## src/bpf_macros.svh

```systemverilog
`ifndef BPF_MACROS_SVH
`define BPF_MACROS_SVH

// Audio sample width
`define AUD_W 16

// Filter word, Q4.23
`define COEF_W 27
`define FRAC_W 23

// Level meter output width
`define POWER_W 11

// FIFO depth, also the credits per link
`define FIFO_DEPTH 4

// Envelope follower smoothing shift
`define LPF_SHIFT 6

`endif

```

## src/bpf_pkg.sv

```systemverilog
`default_nettype none
`include "bpf_macros.svh"

package bpf_pkg;

  typedef struct packed {
    logic signed [`AUD_W-1:0] l;
    logic signed [`AUD_W-1:0] r;
  } stereo_sample_t;

  typedef struct packed {
    logic signed [`AUD_W-1:0] l;
    logic signed [`AUD_W-1:0] r;
    logic [`POWER_W-1:0]      power;
  } band_result_t;

  // b2 and b4 are always zero, a1 is always one
  typedef struct packed {
    logic signed [`COEF_W-1:0] b1;
    logic signed [`COEF_W-1:0] b3;
    logic signed [`COEF_W-1:0] b5;
    logic signed [`COEF_W-1:0] a2;
    logic signed [`COEF_W-1:0] a3;
    logic signed [`COEF_W-1:0] a4;
    logic signed [`COEF_W-1:0] a5;
  } coef_set_t;

  typedef enum logic [2:0] {
    BAND_10_100,
    BAND_100_500,
    BAND_500_1K,
    BAND_1K_5K,
    BAND_5K_10K,
    BAND_10K_20K,
    BAND_WIDE
  } band_e;

  typedef enum logic [1:0] {
    F_IDLE,
    F_CALC_L,
    F_CALC_R,
    F_OUT
  } filt_state_e;

endpackage

`default_nettype wire

```

## src/envelope_lpf.sv

```systemverilog
`default_nettype none
`include "bpf_macros.svh"

module envelope_lpf (
  input  logic                    aud_clk,
  input  logic                    reset,
  input  logic                    filt_valid,
  input  bpf_pkg::stereo_sample_t filt_sample,
  input  logic                    filt_enabled,
  output logic                    env_valid,
  output bpf_pkg::band_result_t   env_result
);

  localparam int W_SHIFT = 9;
  localparam int PWR_LSB = 13;

  logic signed [`COEF_W-1:0] w;
  logic signed [`COEF_W-1:0] mag;
  logic signed [`COEF_W-1:0] diff;
  logic signed [`COEF_W-1:0] acc_q;
  logic signed [`COEF_W-1:0] acc_nxt;

  // Left output back in filter word scale
  always_comb begin
    w = {{(`COEF_W-`AUD_W-W_SHIFT){filt_sample.l[`AUD_W-1]}},
         filt_sample.l, {W_SHIFT{1'b0}}};
    mag     = w[`COEF_W-1] ? -w : w;
    diff    = mag - acc_q;
    acc_nxt = acc_q + (diff >>> `LPF_SHIFT);
  end

  always_ff @(posedge aud_clk) begin
    if (reset) begin
      env_valid <= 1'b0;
      acc_q     <= '0;
    end else begin
      env_valid <= filt_valid;
      if (filt_valid && filt_enabled) begin
        acc_q <= acc_nxt;
      end
    end
  end

  always_ff @(posedge aud_clk) begin
    if (filt_valid) begin
      env_result.l     <= filt_sample.l;
      env_result.r     <= filt_sample.r;
      env_result.power <= filt_enabled ? acc_nxt[PWR_LSB +: `POWER_W] : '0;
    end
  end

endmodule

`default_nettype wire

```

## config.mk

```make
export PLATFORM = sky130hd
export DESIGN_NAME = envelope_lpf
export DESIGN_NICKNAME = d
export VERILOG_FILES = /design/src/bpf_pkg.sv /design/src/envelope_lpf.sv
export VERILOG_INCLUDE_DIRS = /design/src
export SDC_FILE = /design/constraint.sdc
export NUM_CORES = 1
export LEC_CHECK = 0
export ABC_CLOCK_PERIOD_IN_PS = 12500
export BUFFER_PORTS_ARGS = -buffer_cell sky130_fd_sc_hd__buf_2
export CELL_PAD_IN_SITES_DETAIL_PLACEMENT = 0
export CELL_PAD_IN_SITES_GLOBAL_PLACEMENT = 2
export CORE_ASPECT_RATIO = 0.8
export CORE_UTILIZATION = 38
export DETAILED_ROUTE_END_ITERATION = 10
export HOLD_SLACK_MARGIN = 0.03
export PLACE_DENSITY = 0.94
export SETUP_SLACK_MARGIN = 0.4
export SLEW_MARGIN = 5
export SYNTH_ARGS = -nofsm -noshare
export SYNTH_HDL_FRONTEND = slang
export SYNTH_SLANG_ARGS = --single-unit
```

## constraint.sdc

```tcl
create_clock -name aud_clk -period 12.5 [get_ports aud_clk]
set_clock_uncertainty 0.15 [all_clocks]
set_input_delay 1.875 -clock aud_clk [delete_from_list [all_inputs] [get_ports aud_clk]]
set_output_delay 1.875 -clock aud_clk [all_outputs]
set_load 0.02 [all_outputs]
```

==> results of run 1 <==
[logic make-up (layout without fill, tap and decap cells)]
family	Yosys count	in the layout
flip-flops	71	71
XOR/XNOR	49	49
AND/OR/NAND/NOR	162	162
AO/OA/AOI/OAI	133	133
other	1	1
buffers and inverters	41	128
adder cells (fa/ha/maj)	46	46
[tightest hold or removal path, cell delays in order, from the launching register on]
cell,delay (ps)
dfxtp_1,330
nand2_1,60
a21oi_1,50
[final timing paths]
path	from	to	slack, ps	depth (start not counted)
min reg2reg	acc_q[18]$_SDFFE_PP0P_	acc_q[18]$_SDFFE_PP0P_	330	2
max reg2reg	acc_q[14]$_SDFFE_PP0P_	env_result[10]$_SDFFCE_PN0P_	7760	18
max	filt_sample[31]	env_result[10]$_SDFFCE_PN0P_	5960	20
min	acc_q[18]$_SDFFE_PP0P_	acc_q[18]$_SDFFE_PP0P_	330	2
[cell type report]
class | count | share of cell area (%)
multi-input combinational | 391 | 48.3
sequential | 71 | 33.0
clock buffer | 9 | 4.02
clock inverter | 7 | 1.99
inverter | 31 | 2.07
timing repair buffer | 81 | 7.32
tap | 148 | 3.30
[power breakdown]
part / switching (mW) / leakage (nW) / total [mW] / internal, mW
Clock: 0.0999 / 0.164 / 0.293 / 0.193
Combinational: 0.436 / 1.60 / 0.739 / 0.302
Sequential: 0.0313 / 0.655 / 0.330 / 0.298
[through the flow]
step	utilization (%)	instance area [um2]
2_1_floorplan	-	4710
3_3_place_gp	44.7	5270
3_5_place_dp	44.7	5270
4_1_cts	47.6	5610
5_1_grt	47.6	5610
6_report	47.6	5610
[sequential cells by signal (all words and copies together) (netlist names)]
name	count
env_result	43
env_valid	1
acc_q	27
[routing by layer]
layer	vias to the layer above	part of all wire (%)	global-route usage, %
li1	1979	-	-
met1	1801	52	26.1
met2	123	40	27.7
met3	15	6.7	4.81
met4	0	1.4	6.30
met5	-	0	0
[layout by cell type, fill, tap and decap left out, types with 3 or more instances in the layout]
master | synthesis | final
edfxtp_1 | 43 | 43
a21oi_1 | 40 | 40
or4_1 | 4 | 4
o21a_1 | 3 | 3
clkbuf_16 | 0 | 9
and3_1 | 4 | 4
xnor2_1 | 37 | 37
a21o_1 | 15 | 15
buf_2 | 0 | 79
xor2_1 | 12 | 12
o31ai_1 | 5 | 5
and2_1 | 11 | 11
nand3b_1 | 3 | 3
o21bai_1 | 7 | 7
bufinv_16 | 0 | 3
nand3_1 | 6 | 6
nor2_1 | 38 | 38
or3_1 | 9 | 9
o2111ai_1 | 3 | 3
nand2b_1 | 6 | 6
dfxtp_1 | 28 | 28
o211ai_1 | 4 | 4
and3_2 | 4 | 4
a211oi_1 | 12 | 12
nand2_1 | 58 | 58
nor3_1 | 8 | 8
inv_1 | 31 | 31
o21ai_0 | 22 | 22
nor2b_1 | 4 | 4
ha_1 | 45 | 45
==> metrics.txt, run 1 <==
Post-Syn Area per Cell=9.37 um2; worst-skew pair later-pin latency=340 ps; Hold Path Class=register to register; Initial Util=40.0%; WHS=329 ps; cell mode on critical path=a21o_1; Setup violations, final=0; sequential cell area=0.00185 mm2; overall power=1.36 mW; share of cells above drive strength 1=18.5%; # hold bufs at CTS=0; maxcap violations=0; most common flop cell mapped by yosys=edfxtp_1; CTS sink count=71; nets@finish=667; Distinct cells, synth=54; post-cts sizing count=0; crit start category=input port; die area=0.0129 mm2; Synth Area in Adders=12.4%; Tmin final=6540 ps; period utilization=52.3%; post-synthesis mux area share=0%; Fmax=153 MHz; CP top delay family=compound AO/OA/AOI/OAI gates; Die X=127 um; initial antenna violation count=0; status=finished clean; Peak supply drop=0.0000922 V; RSZ-0062 raised after global routing=false; synth warn=0; DR pass1 iterations=4; Final Non-Filler Cells=738; global router's overall resource usage=18.6%; top cell type's share of synthesized area=27.4%; antenna viol nets, final=0; first-pass GRT wire length=18400 um; crit-path cells=buf_2, a21boi_0, xor2_1, ha_1, a21o_1, a21oi_1, o21ai_1, a221oi_2, o211ai_4, and3_2, o2111ai_1, o2111ai_1, ha_1, a21o_1, a21o_1, a21oi_1, o21ai_0, a311oi_1, xor2_1, nor2_1; # diodes=0; Post-Synthesis Cell Area=0.00471 mm2; vias per inst=5.31; Compound-Gate Fraction of Synth Area=18.9%; Crit path buffers/inverters=1; final slew viol count=0; most instantiated cells after synthesis=58 x nand2_1, 45 x ha_1, 43 x edfxtp_1; Post-CTS Setup Bufs=0; CP Class=input port to register; CP max FO=17; slowest CP cell=a221oi_2; Placer Congestion=0.897; Critical Path AT=6490 ps; maximum buffer depth of the clock tree=2; Max-slew headroom=40.0%; Critical Path RT=12450 ps; Net Count, Synth=585; I/O pins=80; EDFF count, synth=43; Routed WL=11100 um; setup TNS=0 ps; top post-synthesis cells by area=edfxtp_1 27%, ha_1 12%, dfxtp_1 12%, xnor2_1 6.9%, nand2_1 4.6%; GRT overflow=0; port bufs=79; Worst-Margin Slew=898 ps; post-synthesis sequential area ratio=39.3%; Post-Place Worst Slack=5680 ps; number of global-route vias before repair=3820; CTS buffer count=9; Root Buffer=clkbuf_16; largest net degree at the start of global routing=47; DR iter-0 viols=195; Final Hold Violating Endpoints=0; drt wl/cell=15.0 um; height of the die=102 um; largest family of logic cells by synthesized area=compound AO/OA/AOI/OAI gates; top-count cell post-synth=nand2_1; Critical Path Sink Type=register; #FFs+latches synth=71; TritonCTS clock tree=built; Syn Inst Count=503; Rows=35; Multi-input gate area=0.00271 mm2; CORE AREA=0.0118 mm2; Placed Cells incl. Taps=722; area growth from synthesis to layout=19.0%; # H-tree levels=3; fillers=1087; share of flip-flops with an asynchronous set or reset=0%; Post-Synth Simple-Gate Area=17.0%; Leakage Power=2.42 nW; dpl hpwl=8490 um; post-synth top area cell=edfxtp_1; final worst setup slack=5960 ps; vias=3918; pwr dens=243 mW/mm2; clock transition at the registers of the reported paths=60 ps; DR DRC count=0; Largest stage delay, worst path=470 ps; xor and xnor area share after synthesis=9.11%
Note: power is estimated with default switching activity, not from simulation.
==> run 2, diff against run 1 <==
--- a/config.mk
+++ b/config.mk
@@ -6,15 +6,15 @@
 export SDC_FILE = /design/constraint.sdc
 export NUM_CORES = 1
 export LEC_CHECK = 0
-export ABC_CLOCK_PERIOD_IN_PS = 12500
+export ABC_CLOCK_PERIOD_IN_PS = 6700
 export BUFFER_PORTS_ARGS = -buffer_cell sky130_fd_sc_hd__buf_2
 export CELL_PAD_IN_SITES_DETAIL_PLACEMENT = 0
 export CELL_PAD_IN_SITES_GLOBAL_PLACEMENT = 2
 export CORE_ASPECT_RATIO = 0.8
-export CORE_UTILIZATION = 38
+export CORE_UTILIZATION = 35
 export DETAILED_ROUTE_END_ITERATION = 10
 export HOLD_SLACK_MARGIN = 0.03
-export PLACE_DENSITY = 0.94
+export PLACE_DENSITY = 0.88
 export SETUP_SLACK_MARGIN = 0.4
 export SLEW_MARGIN = 5
 export SYNTH_ARGS = -nofsm -noshare
==> constraint.sdc (replaced) <==
create_clock -name aud_clk -period 6.7 [get_ports aud_clk]
set_clock_uncertainty 0.15 [all_clocks]
set_input_delay 1.005 -clock aud_clk [delete_from_list [all_inputs] [get_ports aud_clk]]
set_output_delay 1.005 -clock aud_clk [all_outputs]
set_load 0.02 [all_outputs]
==> run 2 against run 1 <==
  * Register-to-register slack worse by 5700 ps
  * Non-clock buffer count up 1
  * Routed wire length down 1.8%
  * Total power up 83%
  * First-iteration DRC count down 11%
  * Critical path type unchanged
  * Critical endpoint unchanged
  * Largest cell class unchanged
==> metrics.txt, run 2 (synthesis results as in run 1) <==
Placement Cell Area=0.00531 mm2 (was 0.00527 mm2); crit-path cells=buf_2, nor4_1, nor2b_1, nand2_1, or4_1, nand2_1, xnor2_1, ha_1, a21o_1, a21oi_1, o21bai_1, a21o_1, a31oi_2, xor2_1, ha_1, a21oi_1, o21ai_0, a311oi_1, xor2_1, nor2_1 (was buf_2, a21boi_0, xor2_1, ha_1, a21o_1, a21oi_1, o21ai_1, a221oi_2, o211ai_4, and3_2, o2111ai_1, o2111ai_1, ha_1, a21o_1, a21o_1, a21oi_1, o21ai_0, a311oi_1, xor2_1, nor2_1); final slew viol count=0 (unchanged); CTS buffer count=9 (unchanged); Reg with most FFs=env_result (unchanged); drt wl/cell=14.2 um (was 15.0 um); worst-skew pair later-pin latency=330 ps (was 340 ps); DR iter-0 viols=174 (was 195); CTS sink count=71 (unchanged); Post-CTS Setup Bufs=0 (unchanged); Max-slew headroom=55.4% (was 40.0%); Routed WL=10900 um (was 11100 um); GRT overflow=0 (unchanged); Largest stage delay, worst path=510 ps (was 470 ps); CORE AREA=0.0130 mm2 (was 0.0118 mm2); Crit path buffers/inverters=1 (unchanged); Die X=132 um (was 127 um); Root Buffer=clkbuf_16 (unchanged); slowest CP cell=or4_1 (was a221oi_2); CP Class=input port to register (unchanged); die area=0.0139 mm2 (was 0.0129 mm2); number of global-route vias before repair=3689 (was 3820); maxcap violations=0 (unchanged); met1 Resource Use GR=21.5% (was 26.1%); Fmax=178 MHz; Rows=37 (was 35); Peak supply drop=0.000228 V (was 0.0000922 V); Worst-Margin Slew=669 ps (was 898 ps); fin area=0.00564 mm2 (was 0.00561 mm2); maximum buffer depth of the clock tree=2 (unchanged); port bufs=79 (unchanged); Final Hold Violating Endpoints=0 (unchanged); post-cts sizing count=0 (unchanged); Critical Path AT=5550 ps (was 6490 ps); overall power=2.49 mW (was 1.36 mW); largest net degree at the start of global routing=47 (unchanged); global router's overall resource usage=16.2% (was 18.6%); vias per inst=5.03 (was 5.31); met3 GRT Util=3.61% (was 4.81%); # hold bufs at CTS=0 (unchanged); RSZ-0062 raised after global routing=false (unchanged); status=finished clean (unchanged); pwr dens=442 mW/mm2 (was 243 mW/mm2); WHS=332 ps (was 329 ps); Largest regs=env_result: 43 flops, acc_q: 27 flops, env_valid: 1 flops (unchanged); number of flip-flops in the largest register=43 (unchanged); TritonCTS clock tree=built (unchanged); first-pass GRT wire length=18100 um (was 18400 um); share of cells above drive strength 1=19.0% (was 18.5%); initial antenna violation count=0 (unchanged); setup TNS=0 ps (unchanged); height of the die=106 um (was 102 um); antenna viol nets, final=0 (unchanged); Critical Path RT=6640 ps (was 12450 ps); # diodes=0 (unchanged); period utilization=83.7%; Hold Path Class=register to register (unchanged); leading cell types in the layout, fill and taps excluded=79 x buf_2, 58 x nand2_1, 45 x ha_1 (unchanged); crit start category=input port (unchanged); Setup violations, final=0 (unchanged); dpl hpwl=8340 um (was 8490 um); # H-tree levels=3 (unchanged); clock transition at the registers of the reported paths=60 ps (about the same); Leakage Power=2.41 nW (was 2.42 nW); DR DRC count=0 (unchanged); Critical Path Sink Type=register (unchanged); CP max FO=6 (was 17); DR pass1 iterations=5 (was 4); most common cell after layout, fill and taps aside=buf_2 (unchanged); Top Usage Layer GRT=met2 (unchanged); nets@finish=668 (was 667); I/O pins=80 (unchanged); Initial Util=36.2% (was 40.0%); Placer Congestion=0.867 (was 0.897); area growth from synthesis to layout=19.6% (was 19.0%); M2 GR Usage=26.2% (was 27.7%); CP top delay family=compound AO/OA/AOI/OAI gates (unchanged); vias=3851 (was 3918); Tmin final=5610 ps
## run 2: layout make-up
class                           instances  area, um2
Fill cell                            1308       7370
Multi-Input combinational cell        391       2710
Sequential cell                        71       1850
Timing Repair Buffer                   82        418
Clock buffer                            9        225
Tap cell                              175        219
Inverter                               31        116
Clock inverter                          7       97.6
## run 2: worst register-to-register path, stage by stage, from the launching register on
cell	delay (ps)
dfxtp_1	330
inv_1	80
ha_1	360
a21o_1	200
a21oi_1	160
o21ai_1	110
a221oi_2	480
o211ai_4	160
and3_2	250
o2111ai_1	180
o2111ai_1	170
ha_1	380
a21o_1	180
a21o_1	170
a21oi_1	240
o21ai_0	170
a311oi_1	310
xor2_1	210
nor2_1	50
## run 2: stage by stage
step                      std cells  setup slack, ps  utilization, %
final                           766             1090            43.3
after floorplan                 503             1450               -
after global placement          750              770            40.8
after global routing            766              561            43.3
after detailed placement        750              732            40.8
after CTS                       766             1090            43.3
## run 2: power breakdown
part           leakage (nW)  internal (mW)  switching [mW]  total (mW)
registers             0.655          0.557          0.0553       0.612
logic                  1.61          0.563           0.795        1.36
clock network         0.152          0.326           0.192       0.519
total                  2.41           1.45            1.04        2.49
## run 2: final timing paths
path	cells after the start	slack, ps	endpoint	start
max	20	1090	env_result[10]$_SDFFCE_PN0P_	filt_sample[19]
min	2	330	acc_q[0]$_SDFFE_PP0P_	acc_q[0]$_SDFFE_PP0P_
max reg2reg	18	2100	env_result[10]$_SDFFCE_PN0P_	acc_q[14]$_SDFFE_PP0P_
min reg2reg	2	330	acc_q[0]$_SDFFE_PP0P_	acc_q[0]$_SDFFE_PP0P_
## run 2: layer usage
layer	routed length (um)	vias up	part of all wire [%]
li1	-	1989	-
met1	5410	1782	50
met2	4990	63	46
met3	344	17	3.2
met4	161	0	1.5
met5	0	-	0
==> run 3, diff against run 2 <==
--- a/config.mk
+++ b/config.mk
@@ -6,15 +6,15 @@
 export SDC_FILE = /design/constraint.sdc
 export NUM_CORES = 1
 export LEC_CHECK = 0
-export ABC_CLOCK_PERIOD_IN_PS = 6700
+export ABC_CLOCK_PERIOD_IN_PS = 4600
 export BUFFER_PORTS_ARGS = -buffer_cell sky130_fd_sc_hd__buf_2
 export CELL_PAD_IN_SITES_DETAIL_PLACEMENT = 0
 export CELL_PAD_IN_SITES_GLOBAL_PLACEMENT = 2
 export CORE_ASPECT_RATIO = 0.8
-export CORE_UTILIZATION = 35
+export CORE_UTILIZATION = 32
 export DETAILED_ROUTE_END_ITERATION = 10
 export HOLD_SLACK_MARGIN = 0.03
-export PLACE_DENSITY = 0.88
+export PLACE_DENSITY = 0.85
 export SETUP_SLACK_MARGIN = 0.4
 export SLEW_MARGIN = 5
 export SYNTH_ARGS = -nofsm -noshare
==> constraint.sdc (replaced) <==
create_clock -name aud_clk -period 4.6 [get_ports aud_clk]
set_clock_uncertainty 0.15 [all_clocks]
set_input_delay 0.69 -clock aud_clk [delete_from_list [all_inputs] [get_ports aud_clk]]
set_output_delay 0.69 -clock aud_clk [all_outputs]
set_load 0.02 [all_outputs]
==> run 3 against run 2 <==
  * The run now ends with setup timing left
  * Largest cell class unchanged
  * Count of clock-buffer cells in the layout is 1 higher
  * Routed wire length is 29% higher
  * Setup slack worse by 1100 ps
  * Critical path depth is 2 higher
  * Non-clock buffer count is 122 higher
  * Final area is 31% higher
  * Sequential power is 48% higher
==> metrics.txt, run 3 (synthesis results as in run 1) <==
Setup violations, final=2 (was 0); I/O pins=80 (unchanged); # diodes=0 (unchanged); first-pass GRT wire length=22000 um (was 18100 um); Initial Util=32.9% (was 36.2%); worst reg2reg path startpoint=acc_q[14]$_SDFFE_PP0P_ (unchanged); M2 GR Usage=29.6% (was 26.2%); Peak supply drop=0.000256 V (was 0.000228 V); Root Buffer=clkbuf_16 (unchanged); Top Usage Layer GRT=met2 (unchanged); Die X=138 um (was 132 um); met1 Resource Use GR=25.5% (was 21.5%); CTS sink count=71 (unchanged); maxcap violations=0 (unchanged); CP startpoint=filt_sample[19] (unchanged); status=finished, violations left (was finished clean); drt wl/cell=15.7 um (was 14.2 um); final slew viol count=0 (unchanged); Largest regs=env_result: 43 flops, acc_q: 27 flops, env_valid: 1 flops (unchanged); Multi-input gate area=0.00341 mm2 (was 0.00271 mm2); Max-slew headroom=41.8% (was 55.4%); Routed WL=14100 um (was 10900 um); nets@finish=790 (was 668); antenna viol nets, final=0 (unchanged); Fmax=216 MHz; Placement Cell Area=0.00628 mm2 (was 0.00531 mm2); CP max FO=7 (was 6); DR pass1 iterations=4 (was 5); crit-path cells=buf_8, nor4_4, nor2b_4, nand2_4, or4_4, nand2_4, xnor2_2, ha_1, a21o_1, a21oi_2, o21bai_1, a21o_1, a31oi_4, xor2_4, buf_12, ha_4, o21a_1, nor2_1, nor2_2, a211oi_2, or4_1, nand3_1 (was buf_2, nor4_1, nor2b_1, nand2_1, or4_1, nand2_1, xnor2_1, ha_1, a21o_1, a21oi_1, o21bai_1, a21o_1, a31oi_2, xor2_1, ha_1, a21oi_1, o21ai_0, a311oi_1, xor2_1, nor2_1); RSZ-0062 raised after global routing=true (was false); maximum buffer depth of the clock tree=2 (unchanged); height of the die=111 um (was 106 um); Leakage Power=3.18 nW (was 2.41 nW); Placed Cells incl. Taps=859 (was 750); vias=4399 (was 3851); leading cell types in the layout, fill and taps excluded=114 x buf_4, 74 x buf_2, 50 x nand2_1 (was 79 x buf_2, 58 x nand2_1, 45 x ha_1); hold_sp=acc_q[18]$_SDFFE_PP0P_ (was acc_q[0]$_SDFFE_PP0P_); pwr dens=666 mW/mm2 (was 442 mW/mm2); met3 GRT Util=4.09% (was 3.61%); failing checks=setup timing; number of flip-flops in the largest register=43 (unchanged); Rows=39 (was 37); GRT overflow=0 (unchanged); dpl hpwl=9980 um (was 8340 um); reg2reg setup slack=530 ps (was 2100 ps); Tmin final=4640 ps; # H-tree levels=3 (unchanged); Hold Path Class=register to register (unchanged); Critical Path RT=4730 ps (was 6640 ps); period utilization=101%; Critical Path AT=4770 ps (was 5550 ps); fillers=1300 (was 1308); sequential cell area=0.00185 mm2 (unchanged); most common cell after layout, fill and taps aside=buf_4 (was buf_2); worst-skew pair later-pin latency=340 ps (was 330 ps); Placer Congestion=0.826 (was 0.867); global router's overall resource usage=18.8% (was 16.2%); area growth from synthesis to layout=56.8% (was 19.6%); clock transition at the registers of the reported paths=60 ps (about the same); CORE AREA=0.0143 mm2 (was 0.0130 mm2); number of global-route vias before repair=4390 (was 3689); vias per inst=4.90 (was 5.03); DR iter-0 viols=199 (was 174); CP Class=input port to register (unchanged); Final Hold Violating Endpoints=0 (unchanged); DR DRC count=0 (unchanged); CTS buffer count=9 (unchanged); slowest CP cell=or4_4 (was or4_1); post-route core utilization=51.5% (was 43.3%); initial antenna violation count=0 (unchanged); share of cells above drive strength 1=45.9% (was 19.0%); final worst setup slack=-37.9 ps (was 1090 ps); WHS=329 ps (was 332 ps); Worst-Margin Slew=870 ps (was 669 ps); Critical Path Sink Type=register (unchanged); port bufs=79 (unchanged); fin area=0.00739 mm2 (was 0.00564 mm2); Largest stage delay, worst path=550 ps (was 510 ps); Final Non-Filler Cells=897 (was 766); TritonCTS clock tree=built (unchanged); crit start category=input port (unchanged); die area=0.0152 mm2 (was 0.0139 mm2); Reg with most FFs=env_result (unchanged); largest net degree at the start of global routing=46 (was 47)
[run 3: cell types whose count changed in the layout (fill, tap and decap cells not counted), sizes merged]
cell,before,now
buf,82,203
bufinv,2,3
clkbuf,9,11
clkinv,3,1
clkinvlp,2,1
inv,31,32
[run 3: repair_timing]
| item | 4_1_cts | 5_1_grt |
|---|---|---|
| pin swaps | 45 | 51 |
| endpoints found under the hold margin | 0 | 0 |
| setup buffers | 11 | 11 |
| hold buffers | 0 | 0 |
| setup endpoints to repair | 27 | 27 |
| resized for setup | 68 | 53 |
[run 3: final cells by class]
class / count / area share (%)
Clock buffer: 10 / 3.10
Clock inverter: 6 / 1.56
Inverter: 31 / 1.78
Multi-Input combinational cell: 391 / 46.1
Sequential cell: 71 / 25.1
Tap cell: 184 / 3.11
Timing Repair Buffer: 204 / 19.3
[run 3: metal layers]
| metal | vias to the layer above | part of all wire, % |
|---|---|---|
| met5 | - | 0 |
| met2 | 117 | 45 |
| li1 | 2222 | - |
| met3 | 11 | 6.2 |
| met4 | 0 | 1.0 |
| met1 | 2049 | 47 |
[run 3: path summary, 6_finish.rpt]
| check | cells past startpoint | endpoint |
|---|---|---|
| max | 22 | acc_q[26]$_SDFFE_PP0P_ |
| min | 2 | acc_q[18]$_SDFFE_PP0P_ |
| max reg2reg | 19 | acc_q[26]$_SDFFE_PP0P_ |
| min reg2reg | 2 | acc_q[18]$_SDFFE_PP0P_ |
[run 3: stage by stage]
step / setup WS [ps] / setup TNS, ps / power [mW]
2_1_floorplan: -74.1 / -144 / 2.56
3_3_place_gp: -484 / -6190 / 3.47
3_5_place_dp: -529 / -7440 / 3.51
4_1_cts: -6.02 / -8.67 / 4.66
5_1_grt: -232 / -2140 / 5.25
6_report: -37.9 / -54.7 / 4.92
[run 3: worst max-delay path: cells and delay by family]
family | cells | cell delay (ps)
xor gates and xnor gates | 2 | 220
adders and majority gates | 2 | 570
buffers and inverters | 2 | 250
and+or+nand+nor | 9 | 1980
AOI/OAI and AO/OA | 7 | 1060
[run 3: power breakdown]
group | switching [mW] | leakage, nW | internal, mW | total (mW)
combinational | 1.62 | 2.36 | 1.58 | 3.20
sequential | 0.0910 | 0.655 | 0.812 | 0.903
clock | 0.282 | 0.164 | 0.534 | 0.816
total | 2.00 | 3.18 | 2.92 | 4.92
